### src/hdl/dacPkg.sv
package dacPkg;

    // sizing
    localparam int numChains = 2;           // serial chains, one csel/mosi pair each
    localparam int numChans = 4;            // command words per chain per transfer
    localparam int chainBits = 1;           // chain index width in a host write
    localparam int chanBits = 2;            // channel index width, also the word address
    localparam int dataBits = 16;           // setpoint width
    localparam int wordBits = 32;           // serial command word length
    localparam int seqBits = 9;             // sequence counter width

    // DAC command nibbles
    localparam logic [3:0] cmdWrite = 4'h3; // write and update
    localparam logic [3:0] cmdNop = 4'h7;   // no-op, DAC keeps its output

    // sequence counter, 256 counts from init up to done
    localparam logic [seqBits-1:0] seqInit = 9'h100;
    localparam logic [seqBits-1:0] seqDone = 9'h1ff;

    // decode points on counter bits [5:1] within a 64-count word
    localparam logic [4:0] seqWordEdge = 5'b11111;   // last sclk period of a word
    localparam logic [4:0] seqQuadAssert = 5'b00111; // quad csel drops after 8 sclks
    localparam logic [4:0] seqFlush = 5'b01111;      // word is in the shifter by now

    typedef struct packed {
        logic [7:0] pad;              // ignored by the DACs, kept zero
        logic [3:0] cmd;              // cmdWrite or cmdNop
        logic [3:0] chanAddr;         // quad DAC channel, single DACs ignore it
        logic [dataBits-1:0] data;    // output code
    } dacCmdWord_t;

    typedef struct packed {
        logic [chainBits-1:0] chain;  // target chain
        logic [chanBits-1:0] chan;    // target channel within the chain
        logic [dataBits-1:0] data;    // new setpoint
    } dacSetpoint_t;

    typedef struct packed {
        logic load;                   // first word load at start of transfer
        logic shiftEn;                // sclk high, shifters move on the falling edge
        logic reload;                 // word boundary, take the next word
        logic cselN;                  // frame for daisy-chained single DACs
        logic cselQuadN;              // frame for the quad DAC, 24-bit sub-frames
    } seqCtrl_t;

endpackage

### src/hdl/dacChain.sv
`timescale 1ns/100ps

module dacChain (
    input  logic clkin,
    input  logic rst,
    input  logic trig,                                  // start a transfer
    input  logic wrEn,                                  // host setpoint write
    input  dacPkg::dacSetpoint_t wrSet,
    input  logic [dacPkg::numChains-1:0] isQuadDac,     // DAC type strap per chain
    output logic sclk,                                  // shared serial clock
    output logic busy,
    output logic [dacPkg::numChains-1:0] csel,          // chip select per chain
    output logic [dacPkg::numChains-1:0] mosi           // serial data per chain
);

    dacPkg::seqCtrl_t ctrl;                             // shared shifter timing
    logic [dacPkg::chanBits-1:0] addr;                  // word index
    logic flush;
    dacPkg::dacCmdWord_t [dacPkg::numChains-1:0] words; // current word of each chain

    dacSequencer seq0 (
        .clkin (clkin),
        .rst   (rst),
        .trig  (trig),
        .ctrl  (ctrl),
        .addr  (addr),
        .flush (flush),
        .busy  (busy),
        .sclk  (sclk)
    );

    dacCommandStore store0 (
        .clkin (clkin),
        .rst   (rst),
        .wrEn  (wrEn),
        .wrSet (wrSet),
        .addr  (addr),
        .flush (flush),
        .words (words)
    );

    for (genvar i = 0; i < dacPkg::numChains; i++) begin : genShifter
        dacShifter shift0 (
            .clkin  (clkin),
            .rst    (rst),
            .ctrl   (ctrl),
            .word   (words[i]),
            .isQuad (isQuadDac[i]),
            .csel   (csel[i]),
            .mosi   (mosi[i])
        );
    end

endmodule

### src/hdl/dacCommandStore.sv
`timescale 1ns/100ps

module dacCommandStore (
    input  logic clkin,
    input  logic rst,
    input  logic wrEn,                                  // host write strobe
    input  dacPkg::dacSetpoint_t wrSet,                 // chain, channel and data
    input  logic [dacPkg::chanBits-1:0] addr,           // word index from the sequencer
    input  logic flush,                                 // entry addr has been sent
    output dacPkg::dacCmdWord_t [dacPkg::numChains-1:0] words // one word per chain
);

    logic [dacPkg::dataBits-1:0] setpt [dacPkg::numChains][dacPkg::numChans];
    logic [dacPkg::numChans-1:0] pending [dacPkg::numChains]; // new setpoint not sent yet
    logic [dacPkg::numChans-1:0] wrHit [dacPkg::numChains];   // one-hot write per chain
    logic [dacPkg::numChans-1:0] flushHit;                    // one-hot flush, all chains

    // setpoint registers
    always_ff @(posedge clkin) begin
        if (wrEn) begin
            setpt[wrSet.chain][wrSet.chan] <= wrSet.data;
        end
    end

    always_comb begin
        flushHit = '0;
        flushHit[addr] = flush;
    end

    always_comb begin
        for (int c = 0; c < dacPkg::numChains; c++) begin
            wrHit[c] = '0;
            if (wrEn && (int'(wrSet.chain) == c)) begin
                wrHit[c][wrSet.chan] = 1'b1;
            end
        end
    end

    // pending flags, a write in the flush cycle keeps the entry pending
    always_ff @(posedge clkin) begin
        if (rst) begin
            for (int c = 0; c < dacPkg::numChains; c++) begin
                pending[c] <= '0;
            end
        end else begin
            for (int c = 0; c < dacPkg::numChains; c++) begin
                pending[c] <= (pending[c] & ~flushHit) | wrHit[c];
            end
        end
    end

    // command word for the addressed entry of every chain
    always_comb begin
        for (int c = 0; c < dacPkg::numChains; c++) begin
            words[c].pad = '0;
            words[c].cmd = pending[c][addr] ? dacPkg::cmdWrite : dacPkg::cmdNop;
            words[c].chanAddr = 4'(addr);               // quad DAC channel select
            words[c].data = setpt[c][addr];             // stale data goes out with a no-op
        end
    end

endmodule

### src/hdl/dacSequencer.sv
`timescale 1ns/100ps

module dacSequencer (
    input  logic clkin,
    input  logic rst,
    input  logic trig,                              // start request of one cycle or more
    output dacPkg::seqCtrl_t ctrl,                  // to every shifter
    output logic [dacPkg::chanBits-1:0] addr,       // word index for the command store
    output logic flush,                             // clears the pending flags of addr
    output logic busy,                              // transfer in progress
    output logic sclk                               // serial clock taken from the counter lsb
);

    typedef enum logic {
        stIdle,
        stLoop
    } seqState_t;

    seqState_t state;
    logic [dacPkg::seqBits-1:0] seqn;               // 9-bit sequence counter
    logic cselN;                                    // single DAC frame
    logic cselQuadN;                                // quad DAC frame
    logic again;                                    // trig seen at the last count
    logic start;
    logic wordEdge;
    logic quadAssert;

    assign sclk = seqn[0];                          // toggles every cycle while counting
    assign busy = (state == stLoop);
    assign start = (state == stIdle) && (trig || again); // trig while busy is dropped

    assign wordEdge = (seqn[5:1] == dacPkg::seqWordEdge);
    assign quadAssert = (seqn[5:1] == dacPkg::seqQuadAssert);

    // next word is already addressed when the shifter reloads at the boundary
    assign addr = seqn[7:6] + {1'b0, wordEdge};
    assign flush = busy && sclk && (seqn[5:1] == dacPkg::seqFlush); // one cycle per word

    assign ctrl = '{
        load:      start,
        shiftEn:   busy && sclk,                    // data moves on the sclk fall
        reload:    wordEdge,
        cselN:     cselN,
        cselQuadN: cselQuadN
    };

    always_ff @(posedge clkin) begin
        if (rst) begin
            state <= stIdle;
            seqn <= dacPkg::seqInit;
            cselN <= 1'b1;
            cselQuadN <= 1'b1;
            again <= 1'b0;
        end else begin
            case (state)
                stIdle: begin
                    seqn <= dacPkg::seqInit;        // park the counter
                    again <= 1'b0;
                    if (start) begin
                        cselN <= 1'b0;              // frame opens with busy
                        state <= stLoop;
                    end else begin
                        cselN <= 1'b1;
                        cselQuadN <= 1'b1;
                    end
                end
                stLoop: begin
                    seqn <= seqn + 9'd1;
                    if (sclk && wordEdge) begin
                        cselQuadN <= 1'b1;          // rising csel latches the quad word
                    end
                    if (sclk && quadAssert) begin
                        cselQuadN <= 1'b0;          // open the 24-bit quad frame
                    end
                    if (seqn == dacPkg::seqDone) begin
                        seqn <= dacPkg::seqInit;
                        cselN <= ~trig;             // held low for a back-to-back start
                        again <= trig;
                        state <= stIdle;
                    end
                end
                default: state <= stIdle;
            endcase
        end
    end

endmodule

### src/hdl/dacShifter.sv
`timescale 1ns/100ps

module dacShifter (
    input  logic clkin,
    input  logic rst,
    input  dacPkg::seqCtrl_t ctrl,              // timing from the sequencer
    input  dacPkg::dacCmdWord_t word,           // this chain's addressed command word
    input  logic isQuad,                        // strap, 1 = quad DAC, 0 = four singles
    output logic csel,                          // chip select for this chain
    output logic mosi                           // serial data, msb first
);

    logic [dacPkg::wordBits-1:0] shiftReg;      // outgoing command word

    assign mosi = shiftReg[dacPkg::wordBits-1];

    // quad DAC needs a csel pulse per word, singles keep one frame
    assign csel = isQuad ? ctrl.cselQuadN : ctrl.cselN;

    always_ff @(posedge clkin) begin
        if (rst) begin
            shiftReg <= '0;                     // mosi idles low
        end else if (ctrl.load) begin
            shiftReg <= word;                   // word 0 before the first sclk rise
        end else if (ctrl.shiftEn) begin
            if (ctrl.reload) begin
                shiftReg <= word;               // next word at the boundary
            end else begin
                shiftReg <= shiftReg << 1;      // next bit on the sclk fall
            end
        end
    end

endmodule

### config.mk
export PLATFORM = sky130hd
export DESIGN_NAME = dacChain
export DESIGN_NICKNAME = d
export VERILOG_FILES = /design/src/hdl/dacPkg.sv /design/src/hdl/dacChain.sv /design/src/hdl/dacCommandStore.sv /design/src/hdl/dacSequencer.sv /design/src/hdl/dacShifter.sv
export SDC_FILE = /design/constraint.sdc
export NUM_CORES = 1
export LEC_CHECK = 0
export ABC_AREA = 1
export BUFFER_PORTS_ARGS = -buffer_cell sky130_fd_sc_hd__buf_4
export CAP_MARGIN = 20
export CORE_AREA = 5 5 132 134
export DETAILED_ROUTE_END_ITERATION = 7
export DIE_AREA = 0 0 137 139
export PLACE_DENSITY = 0.82
export SYNTH_ARGS = -nofsm -noshare
export SYNTH_HDL_FRONTEND = slang
export SYNTH_HIERARCHICAL = 1
export SYNTH_SLANG_ARGS = --single-unit
### constraint.sdc
create_clock -name clkin -period 5.33 [get_ports clkin]
set_clock_uncertainty 0.05 [all_clocks]
set_input_delay 0.533 -clock clkin [delete_from_list [all_inputs] [get_ports clkin]]
set_output_delay 0.533 -clock clkin [all_outputs]
set_load 0.1 [all_outputs]
==> reports/qor.yml <==
num_vias: 6525
cts.sinks: 213
irDropWorstVdd_uv: 337
final_area_mm2: 0.0102
pre_cts_ws_ns: 2.36
fin_nets: 1074
worstSetupPathType: "reg -> reg"
placement.cell_area_mm2: 0.00946
routedWlPerCell_um: 14.3
crit_start: "seq0/seqn[3]$_SDFF_PP0_"
ioPinCount: 31
yosys_warnings: 6
critPathMaxFanout: 32
grt.overflow.total: 0
grt_usage: 0.190
synth.area.top_cells: "edfxtp_1 41%, dfxtp_1 18%, nand2_1 14%"
setup_violations: 0
drt_pass1_iterations: 6
cts_tree: "yes"
grt_max_degree: 76
dp_hpwl_mm: 10.4
maxSlewViolCount: 0
cp-end-kind: "flip-flop"
io_buffers: 30
wl_mm: 18.3
seq_area_frac_synth: 0.589
synth_top_area_share: 0.408
route.detailed.drc: 0
gp_congestion: 0.826
setup_slack_ns: 2.26
initial_utilization: 0.582
period_needed_ns: 3.07
numCtsBuffers: 22
power.density_mw_per_mm2: 362
grt_pass1_wl_mm: 29.3
cp.required_ns: 5.75
max-clock-path-buffers: 3
worst-r2r-setup-slack_ns: 2.26
cts-root-buf: "clkbuf_16"
postCtsHoldBufs: 0
timing.rr.end: "genShifter[1].shift0/shiftReg[7]$_SDFFE_PP0P_"
syn_area_mm2: 0.00941
ctsResizeCount: 0
area_growth_pct: 7.91
h-tree-depth: 1
dieArea_mm2: 0.0190
cts_setup_buffers: 0
hp-class: "in -> reg"
synth_seq_cells: 213
rr_startpoint: "seq0/seqn[3]$_SDFF_PP0_"
first_global_vias: 5930
fp.coreArea_mm2: 0.0162
via_per_inst: 5.09
syn_inst: 1044
endpoint: "genShifter[1].shift0/shiftReg[7]$_SDFFE_PP0P_"
status: "finished, final reports clean"
first_iter_violations: 692
arrival_ns: 3.49
worstSetupStartpointType: "flip-flop"
synth.distinct_cells: 33
yosysTopAreaCell: "edfxtp_1"
final_antenna_net_count: 0
p_leak_nw: 4.31
finalPower_w: 0.00367
slew_headroom: 0.419
insertedDiodeCount: 0
timing.hold.ws_ns: 0.197
die_y_um: 139
rr_worst_depth: 13
antenna_found_initial: 0
clock_latency_ns: 0.52
setup-tns-final_ns: 0
period_share: 0.577
drive_above_1_share: 0.0904
die_x_um: 137
clk_pin_slew_ns: 0.06
rsz0062_at_grt: "false"
maxCapViolations: 0
hold_viol: 0
tightest_slew_ns: 0.872
clock.fmax_mhz: 325
num_rows: 47
synth.avg_cell_area_um2: 9.01
## critical path, cell delays in order, from the launching register on
cell     delay [ns]
dfxtp_1        0.42
nand2_2        0.10
nor3_1         0.53
ha_1           0.27
xor2_1         0.15
buf_4          0.25
nand2_2        0.08
inv_2          0.54
nand2_1        0.17
nand4_1        0.17
nand2_1        0.07
nand3_1        0.11
nand2_1        0.07
inv_1          0.05
## layout by cell type (no fill, tap or decap), types with 6 or more instances in the layout
master / synthesis / routed
nand2_1: 355 / 355
inv_1: 153 / 153
edfxtp_1: 128 / 128
dfxtp_1: 85 / 85
a21oi_1: 75 / 75
nand3_1: 72 / 72
buf_4: 50 / 33
nand4_1: 32 / 32
conb_1: 2 / 26
clkbuf_16: 0 / 22
nor2_1: 14 / 14
inv_2: 8 / 8
clkbuf_1: 6 / 6
clkinv_2: 0 / 6
nand2_2: 6 / 6
## power by group
group	switching, W	internal, W
combinational	0.000235	0.000108
sequential	0.0000380	0.00184
clock	0.000621	0.000832
## metal layers
layer,GRT usage,up-vias,part of all wire
met5,0,-,0
met4,0.0488,0,0.019
met3,0.0341,29,0.077
met2,0.318,242,0.49
met1,0.257,3002,0.42
li1,-,3252,-
## cells by family after synthesis
| logic type | Yosys count | share of synthesized area |
|---|---|---|
| adder cells (fa/ha/maj) | 3 | 0.00399 |
| flip-flops | 213 | 0.589 |
| XOR/XNOR | 3 | 0.00279 |
| buffers and inverters | 242 | 0.125 |
| multiplexers | 2 | 0.00239 |
| other | 2 | 0.000798 |
| AO/OA/AOI/OAI | 82 | 0.0447 |
| AND/OR/NAND/NOR | 497 | 0.231 |
## final cells by class
type,instances,area [um2]
fill,1301,6020
sequential,213,5550
multi-input combinational,613,2780
inverter,163,617
clock buffer,29,587
tap,220,275
timing repair buffer,33,248
clock inverter,11,106
## cell usage after synthesis
library cell / number
xor2_1: 3
nor2_2: 4
nor3_1: 3
nor3_2: 1
inv_2: 8
o21bai_1: 2
nor2_4: 3
dfxtp_1: 85
buf_2: 14
nand2_1: 355
buf_4: 50
nand4_1: 32
nor3b_1: 1
or2_1: 1
a21oi_1: 75
o21ai_1: 1
buf_1: 1
inv_1: 153
conb_1: 2
clkbuf_1: 6
o31ai_1: 1
buf_6: 8
inv_4: 2
nor2_8: 4
nor2_1: 14
nand3_1: 72
nand2_2: 6
o21ai_0: 2
edfxtp_1: 128
ha_1: 3
mux2_2: 2
o21a_1: 1
nand2_4: 1
## state kept, by name, indices dropped and copies added, names as in the netlist
register	flops
seq0/cselQuadN	1
seq0/busy	1
store0/setpt	128
seq0/seqn	9
seq0/cselN	1
store0/pending	8
seq0/again	1
genShifter.shift0/shiftReg	64
## metrics by stage
step,utilization,std cells
4_1_cts,0.628,1282
5_1_grt,0.628,1282
6_report,0.628,1282
3_5_place_dp,0.585,1242
3_3_place_gp,0.585,1242
2_1_floorplan,-,1068
## worst min path at each step
stage | to | start | cells past startpoint
global route | store0/setpt[1][0]$_DFFE_PP_ | wrSet[0] | 1
global placement | seq0/again$_SDFFE_PP0P_ | seq0/again$_SDFFE_PP0P_ | 2
CTS | store0/setpt[1][15]$_DFFE_PP_ | wrSet[15] | 1
finish | store0/setpt[1][15]$_DFFE_PP_ | wrSet[15] | 1
floorplan | seq0/again$_SDFFE_PP0P_ | seq0/again$_SDFFE_PP0P_ | 2
detailed placement | store0/pending[0][0]$_SDFF_PP0_ | store0/pending[0][0]$_SDFF_PP0_ | 2
No activity file was read; power rests on OpenSTA's default activity.
